[src/vid_cfg.svh]
// video controller configuration
`ifndef VID_CFG_SVH
`define VID_CFG_SVH

// raster geometry, kept tiny for short runs
`define VID_H_VISIBLE       16      // visible pixels per line
`define VID_H_TOTAL         24      // total clocks per line
`define VID_V_VISIBLE       8       // visible lines per frame
`define VID_V_TOTAL         12      // total lines per frame

// sync ranges, start inclusive and end exclusive
`define VID_HSYNC_START     18
`define VID_HSYNC_END       21
`define VID_VSYNC_START     9
`define VID_VSYNC_END       10

// entries per playfield palette
`define VID_PAL_DEPTH       16

// bus register numbers
`define VID_REG_PFA_CTRL    4'd0    // playfield A control
`define VID_REG_PFB_CTRL    4'd1    // playfield B control
`define VID_REG_PAL_ADDR    4'd2    // palette select and index
`define VID_REG_PAL_DATA    4'd3    // palette entry, auto increment
`define VID_REG_INT_CTRL    4'd4    // mask high, clear and pending low
`define VID_REG_LINE_CMP    4'd5    // line compare value
`define VID_REG_STATUS      4'd6    // blank flags and pending

`endif

[src/vid_pkg.sv]
// video controller shared types
`default_nettype none

package vid_pkg;

    typedef logic [15:0] word_t;    // register word
    typedef logic [4:0]  hpos_t;    // horizontal beam count
    typedef logic [3:0]  vpos_t;    // vertical beam count
    typedef logic [3:0]  color_t;   // palette index
    typedef logic [15:0] argb_t;    // alpha[15:12] red[11:8] green[7:4] blue[3:0]
    typedef logic [11:0] rgb_t;     // red, green, blue nibbles
    typedef logic [1:0]  intr_t;    // bit 0 vblank, bit 1 line compare

    // beam position plus raster flags
    typedef struct packed {
        hpos_t h;
        vpos_t v;
        logic  de;          // visible pixel
        logic  hsync;
        logic  vsync;
        logic  h_blank;     // right of visible area
        logic  v_blank;     // below visible area
    } beam_t;

    // fields used from a playfield ctrl word
    typedef struct packed {
        logic       enable;     // ctrl bit 15
        logic [1:0] cell_shift; // cell is 2**cell_shift pixels
        logic [3:0] hscroll;    // pixels of horizontal scroll
    } pf_ctrl_t;

    // palette write port
    typedef struct packed {
        color_t index;
        argb_t  data;
    } pal_wr_t;

endpackage

`default_nettype wire

[src/vid_timing.sv]
// raster timing generator
`default_nettype none
`timescale 1ns/1ps

`include "vid_cfg.svh"

module vid_timing (
    output vid_pkg::beam_t  beam_o,         // beam position and raster flags
    output logic            frame_start_o,  // pulse as v enters vertical blank
    output logic            line_start_o,   // pulse at h 0 of every line
    input  wire logic       reset_i,
    input  wire logic       clk
);
    import vid_pkg::*;

    hpos_t h_cnt;   // pixel within line
    vpos_t v_cnt;   // line within frame
    logic  h_last;  // last clock of a line
    logic  v_last;  // last line of a frame

    assign h_last = (h_cnt == hpos_t'(`VID_H_TOTAL - 1));
    assign v_last = (v_cnt == vpos_t'(`VID_V_TOTAL - 1));

    // wrapping counters, one pixel per clock
    always_ff @(posedge clk) begin
        if (reset_i) begin
            h_cnt <= '0;
            v_cnt <= '0;
        end else begin
            if (h_last) begin
                h_cnt <= '0;
                // next line, wrap at frame end
                if (v_last) begin
                    v_cnt <= '0;
                end else begin
                    v_cnt <= v_cnt + 1'b1;
                end
            end else begin
                h_cnt <= h_cnt + 1'b1;
            end
        end
    end

    // flags decoded straight from the counters
    always_comb begin
        beam_o.h       = h_cnt;
        beam_o.v       = v_cnt;
        beam_o.h_blank = (h_cnt >= hpos_t'(`VID_H_VISIBLE));
        beam_o.v_blank = (v_cnt >= vpos_t'(`VID_V_VISIBLE));
        beam_o.de      = !beam_o.h_blank && !beam_o.v_blank;    // inside visible area
        beam_o.hsync   = (h_cnt >= hpos_t'(`VID_HSYNC_START))
                      && (h_cnt <  hpos_t'(`VID_HSYNC_END));
        beam_o.vsync   = (v_cnt >= vpos_t'(`VID_VSYNC_START))
                      && (v_cnt <  vpos_t'(`VID_VSYNC_END));
    end

    // first pixel clock of each line
    assign line_start_o  = (h_cnt == '0);

    // one clock per frame, start of vertical blank
    assign frame_start_o = line_start_o && (v_cnt == vpos_t'(`VID_V_VISIBLE));

endmodule

`default_nettype wire

[src/vid_regs.sv]
// CPU bus register file
`default_nettype none
`timescale 1ns/1ps

`include "vid_cfg.svh"

module vid_regs (
    input  wire logic               bus_cs_n_i,     // chip select, active low level
    input  wire logic               bus_rd_nwr_i,   // 1 read, 0 write
    input  wire logic [3:0]         bus_reg_num_i,  // register number
    input  wire logic               bus_bytesel_i,  // 0 high byte, 1 low byte
    input  wire logic [7:0]         bus_data_i,
    output logic      [7:0]         bus_data_o,
    output logic                    bus_intr_o,     // interrupt strobe
    input  wire vid_pkg::beam_t     beam_i,
    input  wire logic               frame_start_i,
    input  wire logic               line_start_i,
    output vid_pkg::pf_ctrl_t       pfa_ctrl_o,
    output vid_pkg::pf_ctrl_t       pfb_ctrl_o,
    output vid_pkg::pal_wr_t        pal_wr_o,       // shared palette write data
    output logic                    pal_we_a_o,     // palette A write strobe
    output logic                    pal_we_b_o,     // palette B write strobe
    input  wire logic               reset_i,
    input  wire logic               clk
);
    import vid_pkg::*;

    logic       cs_n_q;         // cs seen last clock
    logic       strobe;         // access taken this clock
    logic       commit;         // full word written this clock
    logic [7:0] hi_latch;       // even byte held for the pair
    word_t      wr_word;        // assembled write word
    word_t      rd_word;        // selected register for reads
    word_t      pfa_word;
    word_t      pfb_word;
    logic [4:0] pal_addr;       // bit 4 palette select, 3:0 index
    vpos_t      line_cmp;
    intr_t      intr_mask;
    intr_t      intr_pend;
    intr_t      intr_src;       // sources firing this clock
    intr_t      intr_clr;       // bits cleared by the CPU

    assign strobe  = cs_n_q && !bus_cs_n_i;     // falling edge of cs
    assign commit  = strobe && !bus_rd_nwr_i && bus_bytesel_i;
    assign wr_word = {hi_latch, bus_data_i};

    // palette write goes out in the commit clock
    assign pal_wr_o   = '{index: pal_addr[3:0], data: wr_word};
    assign pal_we_a_o = commit && (bus_reg_num_i == `VID_REG_PAL_DATA) && !pal_addr[4];
    assign pal_we_b_o = commit && (bus_reg_num_i == `VID_REG_PAL_DATA) && pal_addr[4];

    assign pfa_ctrl_o = '{enable: pfa_word[15], cell_shift: pfa_word[5:4],
                          hscroll: pfa_word[3:0]};
    assign pfb_ctrl_o = '{enable: pfb_word[15], cell_shift: pfb_word[5:4],
                          hscroll: pfb_word[3:0]};

    assign intr_src = {line_start_i && (beam_i.v == line_cmp), frame_start_i};
    assign intr_clr = (commit && (bus_reg_num_i == `VID_REG_INT_CTRL)) ? wr_word[1:0] : '0;

    // read mux, unmapped registers read 0
    always_comb begin
        case (bus_reg_num_i)
            `VID_REG_PFA_CTRL: rd_word = pfa_word;
            `VID_REG_PFB_CTRL: rd_word = pfb_word;
            `VID_REG_PAL_ADDR: rd_word = {11'b0, pal_addr};
            `VID_REG_INT_CTRL: rd_word = {6'b0, intr_mask, 6'b0, intr_pend};
            `VID_REG_LINE_CMP: rd_word = {12'b0, line_cmp};
            `VID_REG_STATUS:   rd_word = {12'b0, beam_i.v_blank, beam_i.h_blank, intr_pend};
            default:           rd_word = '0;
        endcase
    end

    always_ff @(posedge clk) begin
        if (reset_i) begin
            cs_n_q     <= 1'b1;
            hi_latch   <= '0;
            bus_data_o <= '0;
            pfa_word   <= '0;
            pfb_word   <= '0;
            pal_addr   <= '0;
            line_cmp   <= '0;
            intr_mask  <= '0;
            intr_pend  <= '0;
            bus_intr_o <= 1'b0;
        end else begin
            cs_n_q <= bus_cs_n_i;
            if (strobe && !bus_rd_nwr_i && !bus_bytesel_i) begin
                hi_latch <= bus_data_i;                 // wait for odd byte
            end
            if (strobe && bus_rd_nwr_i) begin
                bus_data_o <= bus_bytesel_i ? rd_word[7:0] : rd_word[15:8];
            end
            if (commit) begin
                case (bus_reg_num_i)
                    `VID_REG_PFA_CTRL: pfa_word <= wr_word;
                    `VID_REG_PFB_CTRL: pfb_word <= wr_word;
                    `VID_REG_PAL_ADDR: pal_addr <= wr_word[4:0];
                    `VID_REG_PAL_DATA: pal_addr[3:0] <= pal_addr[3:0] + 1'b1; // wraps
                    `VID_REG_INT_CTRL: intr_mask <= wr_word[9:8];
                    `VID_REG_LINE_CMP: line_cmp <= wr_word[3:0];
                    default: ;
                endcase
            end
            // pulse only for new unmasked sources
            bus_intr_o <= |(intr_src & intr_mask & ~intr_pend);
            intr_pend  <= (intr_pend | intr_src) & ~intr_clr;
        end
    end

endmodule

`default_nettype wire

[src/pf_gen.sv]
// playfield pattern generator
`default_nettype none
`timescale 1ns/1ps

`include "vid_cfg.svh"

module pf_gen (
    input  wire vid_pkg::beam_t     beam_i,     // current beam position
    input  wire vid_pkg::pf_ctrl_t  ctrl_i,     // enable, scroll, cell size
    input  wire vid_pkg::pal_wr_t   pal_wr_i,   // palette write data
    input  wire logic               pal_we_i,   // palette write strobe
    output vid_pkg::argb_t          argb_o,     // pixel, one clock after beam
    input  wire logic               reset_i,
    input  wire logic               clk
);
    import vid_pkg::*;

    argb_t      pal [`VID_PAL_DEPTH];   // colour lookup table
    logic [5:0] h_sum;                  // h plus scroll, no wrap
    logic [5:0] h_cell;                 // horizontal cell number
    vpos_t      v_cell;                 // vertical cell number
    color_t     pix_index;              // palette index for this pixel

    // diagonal cell pattern from the beam
    always_comb begin
        h_sum     = 6'(beam_i.h) + 6'(ctrl_i.hscroll);
        h_cell    = h_sum >> ctrl_i.cell_shift;
        v_cell    = beam_i.v >> ctrl_i.cell_shift;
        pix_index = h_cell[3:0] + v_cell;   // low 4 bits of the sum
    end

    // palette write, cleared to black on reset
    always_ff @(posedge clk) begin
        if (reset_i) begin
            for (int i = 0; i < `VID_PAL_DEPTH; i++) begin
                pal[i] <= '0;
            end
        end else if (pal_we_i) begin
            pal[pal_wr_i.index] <= pal_wr_i.data;
        end
    end

    // registered lookup, black when off or blanked
    always_ff @(posedge clk) begin
        if (reset_i) begin
            argb_o <= '0;
        end else if (ctrl_i.enable && beam_i.de) begin
            argb_o <= pal[pix_index];
        end else begin
            argb_o <= '0;
        end
    end

endmodule

`default_nettype wire

[src/vid_blend.sv]
// playfield blend and output stage
`default_nettype none
`timescale 1ns/1ps

module vid_blend (
    input  wire vid_pkg::beam_t     beam_i,     // beam, two clocks ahead of output
    input  wire vid_pkg::argb_t     argb_a_i,   // playfield A pixel
    input  wire vid_pkg::argb_t     argb_b_i,   // playfield B pixel, alpha picks mode
    output vid_pkg::rgb_t           rgb_o,
    output logic                    hsync_o,
    output logic                    vsync_o,
    output logic                    dv_de_o,
    input  wire logic               reset_i,
    input  wire logic               clk
);
    import vid_pkg::*;

    logic hsync_d1;         // first delay stage
    logic vsync_d1;
    logic de_d1;            // lines up with the playfield pixels
    logic [1:0] mode;       // B alpha[15:14]
    rgb_t blend_rgb;

    // mix one colour channel
    function automatic logic [3:0] blend_chan(input logic [1:0] sel,
                                              input logic [3:0] ca,
                                              input logic [3:0] cb);
        logic [4:0] sum;
        sum = {1'b0, ca} + {1'b0, cb};
        case (sel)
            2'd0:    return ca;                         // A only
            2'd1:    return sum[4] ? 4'hf : sum[3:0];   // add, clamp at 15
            2'd2:    return sum[4:1];                   // average, round down
            default: return cb;                         // B only
        endcase
    endfunction

    assign mode = argb_b_i[15:14];

    assign blend_rgb = {blend_chan(mode, argb_a_i[11:8], argb_b_i[11:8]),
                        blend_chan(mode, argb_a_i[7:4],  argb_b_i[7:4]),
                        blend_chan(mode, argb_a_i[3:0],  argb_b_i[3:0])};

    always_ff @(posedge clk) begin
        if (reset_i) begin
            hsync_d1 <= 1'b0;
            vsync_d1 <= 1'b0;
            de_d1    <= 1'b0;
            hsync_o  <= 1'b0;
            vsync_o  <= 1'b0;
            dv_de_o  <= 1'b0;
            rgb_o    <= '0;
        end else begin
            hsync_d1 <= beam_i.hsync;
            vsync_d1 <= beam_i.vsync;
            de_d1    <= beam_i.de;
            hsync_o  <= hsync_d1;       // second stage, with colour
            vsync_o  <= vsync_d1;
            dv_de_o  <= de_d1;
            rgb_o    <= de_d1 ? blend_rgb : '0;     // black outside display
        end
    end

endmodule

`default_nettype wire

[src/vid_top.sv]
// two playfield video controller
`default_nettype none
`timescale 1ns/1ps

module vid_top (
    input  wire logic         bus_cs_n_i,       // chip select, active low
    input  wire logic         bus_rd_nwr_i,     // 1 read, 0 write
    input  wire logic [3:0]   bus_reg_num_i,    // register number
    input  wire logic         bus_bytesel_i,    // 0 high byte, 1 low byte
    input  wire logic [7:0]   bus_data_i,
    output logic      [7:0]   bus_data_o,
    output logic              bus_intr_o,       // CPU interrupt strobe
    output logic      [3:0]   red_o,
    output logic      [3:0]   green_o,
    output logic      [3:0]   blue_o,
    output logic              hsync_o,
    output logic              vsync_o,
    output logic              dv_de_o,          // display enable
    input  wire logic         reset_i,
    input  wire logic         clk               // pixel clock
);
    import vid_pkg::*;

    beam_t    beam;             // raster position and flags
    logic     frame_start;
    logic     line_start;
    pf_ctrl_t pfa_ctrl;
    pf_ctrl_t pfb_ctrl;
    pal_wr_t  pal_wr;           // shared by both palettes
    logic     pal_we_a;
    logic     pal_we_b;
    argb_t    argb_a;           // playfield pixels, one clock after beam
    argb_t    argb_b;
    rgb_t     blend_rgb;

    vid_timing vid_timing_inst (
        .beam_o(beam), .frame_start_o(frame_start), .line_start_o(line_start),
        .reset_i(reset_i), .clk(clk)
    );

    vid_regs vid_regs_inst (
        .bus_cs_n_i(bus_cs_n_i), .bus_rd_nwr_i(bus_rd_nwr_i),
        .bus_reg_num_i(bus_reg_num_i), .bus_bytesel_i(bus_bytesel_i),
        .bus_data_i(bus_data_i), .bus_data_o(bus_data_o), .bus_intr_o(bus_intr_o),
        .beam_i(beam), .frame_start_i(frame_start), .line_start_i(line_start),
        .pfa_ctrl_o(pfa_ctrl), .pfb_ctrl_o(pfb_ctrl), .pal_wr_o(pal_wr),
        .pal_we_a_o(pal_we_a), .pal_we_b_o(pal_we_b),
        .reset_i(reset_i), .clk(clk)
    );

    // playfield A, base layer
    pf_gen pf_a (
        .beam_i(beam), .ctrl_i(pfa_ctrl), .pal_wr_i(pal_wr), .pal_we_i(pal_we_a),
        .argb_o(argb_a), .reset_i(reset_i), .clk(clk)
    );

    // playfield B, alpha selects blend
    pf_gen pf_b (
        .beam_i(beam), .ctrl_i(pfb_ctrl), .pal_wr_i(pal_wr), .pal_we_i(pal_we_b),
        .argb_o(argb_b), .reset_i(reset_i), .clk(clk)
    );

    vid_blend vid_blend_inst (
        .beam_i(beam), .argb_a_i(argb_a), .argb_b_i(argb_b), .rgb_o(blend_rgb),
        .hsync_o(hsync_o), .vsync_o(vsync_o), .dv_de_o(dv_de_o),
        .reset_i(reset_i), .clk(clk)
    );

    assign {red_o, green_o, blue_o} = blend_rgb;    // split colour guns

endmodule

`default_nettype wire

[config.mk]
export PLATFORM = sky130hd
export DESIGN_NAME = vid_top
export DESIGN_NICKNAME = d
export VERILOG_FILES = /design/src/vid_pkg.sv /design/src/vid_timing.sv /design/src/vid_regs.sv /design/src/pf_gen.sv /design/src/vid_blend.sv /design/src/vid_top.sv
export VERILOG_INCLUDE_DIRS = /design/src
export SDC_FILE = /design/constraint.sdc
export NUM_CORES = 1
export LEC_CHECK = 0
export BUFFER_PORTS_ARGS = -buffer_cell sky130_fd_sc_hd__buf_4
export CORE_AREA = 2 2 302 304
export CTS_CLUSTER_DIAMETER = 60
export DETAILED_ROUTE_END_ITERATION = 10
export DIE_AREA = 0 0 304 306
export GPL_ROUTABILITY_DRIVEN = 0
export REMOVE_ABC_BUFFERS = 1
export SLEW_MARGIN = 25
export SYNTH_ARGS = -nofsm -noshare
export SYNTH_HDL_FRONTEND = slang
export SYNTH_HIERARCHICAL = 1
export SYNTH_SLANG_ARGS = --single-unit
[constraint.sdc]
create_clock -name clk -period 5.45 [get_ports clk]
set_input_delay 1.635 -clock clk [delete_from_list [all_inputs] [get_ports clk]]
set_output_delay 1.635 -clock clk [all_outputs]
set_load 0.01 [all_outputs]
==> run metrics <==
Sw Ratio 0.228; Comb power frac 0.069; Slew Limit Fails 0; status completed; Hold Path Stages 1; Post-Syn Area 0.0259 mm2; crit share post-route 0.847; first-pass GRT wire length 102000 um; RSZ-0062 raised after global routing false; Num CTS Buffers 58; hold_sp vid_blend_inst/hsync_d1$_SDFF_PP0_; DRT iter0 DRCs 1340; H-Tree Level Count 2; RR Endpoint pf_b/argb_o[7]$_SDFF_PP0_; CTS resizes 0; Crit path max-delay family adder cells; Synth Instances 1976; cell mode on critical path mux4_2; fin crit period 4.62 ns; largest net degree at the start of global routing 57; DP Wirelength 42100 um; Warnings, synthesis 6; Int Pwr 6980 uW; CP Cell Sequence ha_1 -> fa_1 -> and3_1 -> or3_4 -> and2_2 -> mux4_2 -> fa_2 -> buf_12 -> mux4_2 -> nor2b_1 -> a221oi_1 -> nor3_2; Residual DRC 0; worst slew pin tran 0.975 ns; Setup WS post-layout 0.833 ns; initial antenna violation count 0; Power per Cell Area 310 mW/mm2; Ports 41; final setup fails 0; Layout area overhead 12.8%; Die H 306 um; gr usage total 0.143; crit path max fanout 56; Hold Fails Final Rpt 0; Core Area 0.0896 mm2; CP Capture Type flop; P_leak 0.0104 uW; VDD IR max 255 uV; Post-layout nets 2015; Tot Pwr 9040 uW; Reg2Reg Depth 12; Syn Area/Cell 13.1 um2; GRT Residual Overflow 0; WP depth 12; crit-path max cell delay 0.62 ns; post-DR wirelength/cell 20.9 um; Post-Route WL 66600 um; CTS tree built; die area 0.0930 mm2; Max Freq 0.217 GHz; Vias 15819; worst flop-to-flop path startpoint vid_timing_inst/h_cnt[0]$_SDFF_PP0_; drt first pass iters 5; die width 304 um; share of cells above drive strength 1 0.202; total clock sinks 532; Layout fillers 8732; Max Clock Skew 0.0300 ns; ANT nets after route 0; hold path endpoint vid_blend_inst/hsync_o$_SDFF_PP0_; pre-CTS WS 0.854 ns; WS Path Type reg -> reg; ANT cells 0; HP Class reg -> reg; startpoint types flop; CP Buf/Inv Count 1; clk_lat worst skew 0.63 ns; vias in the first global route 16442; Root Driver clkbuf_16; CP required 5.93 ns; CTS clock-pin slew for the worst setup and hold paths 0.06 ns; setup_tns 0 ns; Max transition margin 0.348; count of input and output buffers 40; MaxCap Viol Count 0; number of setup buffers added after CTS 0; Reg2Reg Setup Slack 0.83 ns; std cell rows 110; Slowest-stage cell, CP fa_2; hold buffers post-CTS 0; Vias/cell 4.97; Worst Path Arrival 5.10 ns; initial core utilization 0.289; Clock Power Share 0.431; sequential power share 0.499; Sw Pwr 2060 uW; clk buf depth 3
==> area by class of cell <==
cell class | count | area [um2] | area share
Sequential cell | 532 | 14800 | 0.508
Multi-Input combinational cell | 1249 | 10100 | 0.348
Clock buffer | 68 | 1520 | 0.0522
Tap cell | 1176 | 1470 | 0.0504
Timing Repair Buffer | 95 | 751 | 0.0257
Clock inverter | 42 | 379 | 0.0130
Inverter | 22 | 82.6 | 0.00283
==> cell usage in the layout, fill, tap and decap left out, types with 17 or more instances in the layout <==
cell,instances
and2_1,419
edfxtp_1,416
dfxtp_1,115
nand2_1,111
mux4_2,107
buf_4,92
nor2b_1,75
a21oi_1,75
clkbuf_16,59
nor2_1,54
or2_2,35
ha_1,31
nor3_1,29
mux2i_1,25
inv_1,21
a221oi_1,17
==> worst max path at each step <==
stage / startpoint / end / slack, ns
after floorplan: vid_timing_inst/h_cnt[0]$_SDFF_PP0_ / pf_b/argb_o[1]$_SDFF_PP0_ / -0.17
after global placement: vid_timing_inst/h_cnt[0]$_SDFF_PP0_ / pf_b/argb_o[1]$_SDFF_PP0_ / 0.86
after detailed placement: vid_timing_inst/h_cnt[0]$_SDFF_PP0_ / pf_b/argb_o[7]$_SDFF_PP0_ / 0.85
after CTS: vid_timing_inst/h_cnt[0]$_SDFF_PP0_ / pf_b/argb_o[7]$_SDFF_PP0_ / 0.88
after global routing: vid_timing_inst/h_cnt[0]$_SDFF_PP0_ / pf_b/argb_o[4]$_SDFF_PP0_ / 0.72
final: vid_timing_inst/h_cnt[0]$_SDFF_PP0_ / pf_b/argb_o[7]$_SDFF_PP0_ / 0.83
==> power by group through the flow <==
stage          Combinational (uW)  Clock [uW]  Sequential [uW]
6_report                      627        3900             4510
5_1_grt                       674        4140             4520
4_1_cts                       633        3990             4520
3_5_place_dp                  632           0             4600
3_3_place_gp                  625           0             4590
2_1_floorplan                 405           0             4580
==> registers in the layout (all words and copies together) (netlist names), 2 cells and up <==
register / flops
vid_timing_inst/h_cnt: 5
pf_b/pal: 224
vid_regs_inst/pfb_word: 16
pf_b/argb_o: 14
vid_regs_inst/pal_addr: 5
pf_a/pal: 192
vid_regs_inst/intr_pend: 2
vid_regs_inst/intr_mask: 2
vid_regs_inst/hi_latch: 8
vid_timing_inst/v_cnt: 4
vid_blend_inst/rgb_o: 12
vid_regs_inst/bus_data_o: 8
vid_regs_inst/pfa_word: 16
pf_a/argb_o: 12
vid_regs_inst/line_cmp: 4
==> routing by layer <==
metal	up-vias	GRT usage	wire (um)
li1	7184	-	-
met1	8043	0.191	29800
met2	478	0.231	30900
met3	114	0.0263	3780
met4	0	0.0516	2080
met5	-	0	0
==> through the flow <==
step | hold WS, ns | util | instances | instance area [um2]
after global routing | 0.471 | 0.326 | 3184 | 29200
after CTS | 0.455 | 0.326 | 3184 | 29200
after global placement | 0.443 | 0.304 | 3074 | 27300
after floorplan | 0.414 | - | 1803 | 25000
after detailed placement | 0.430 | 0.304 | 3074 | 27300
final | 0.451 | 0.326 | 3184 | 29200
Note: power is estimated with default switching activity, not from simulation.
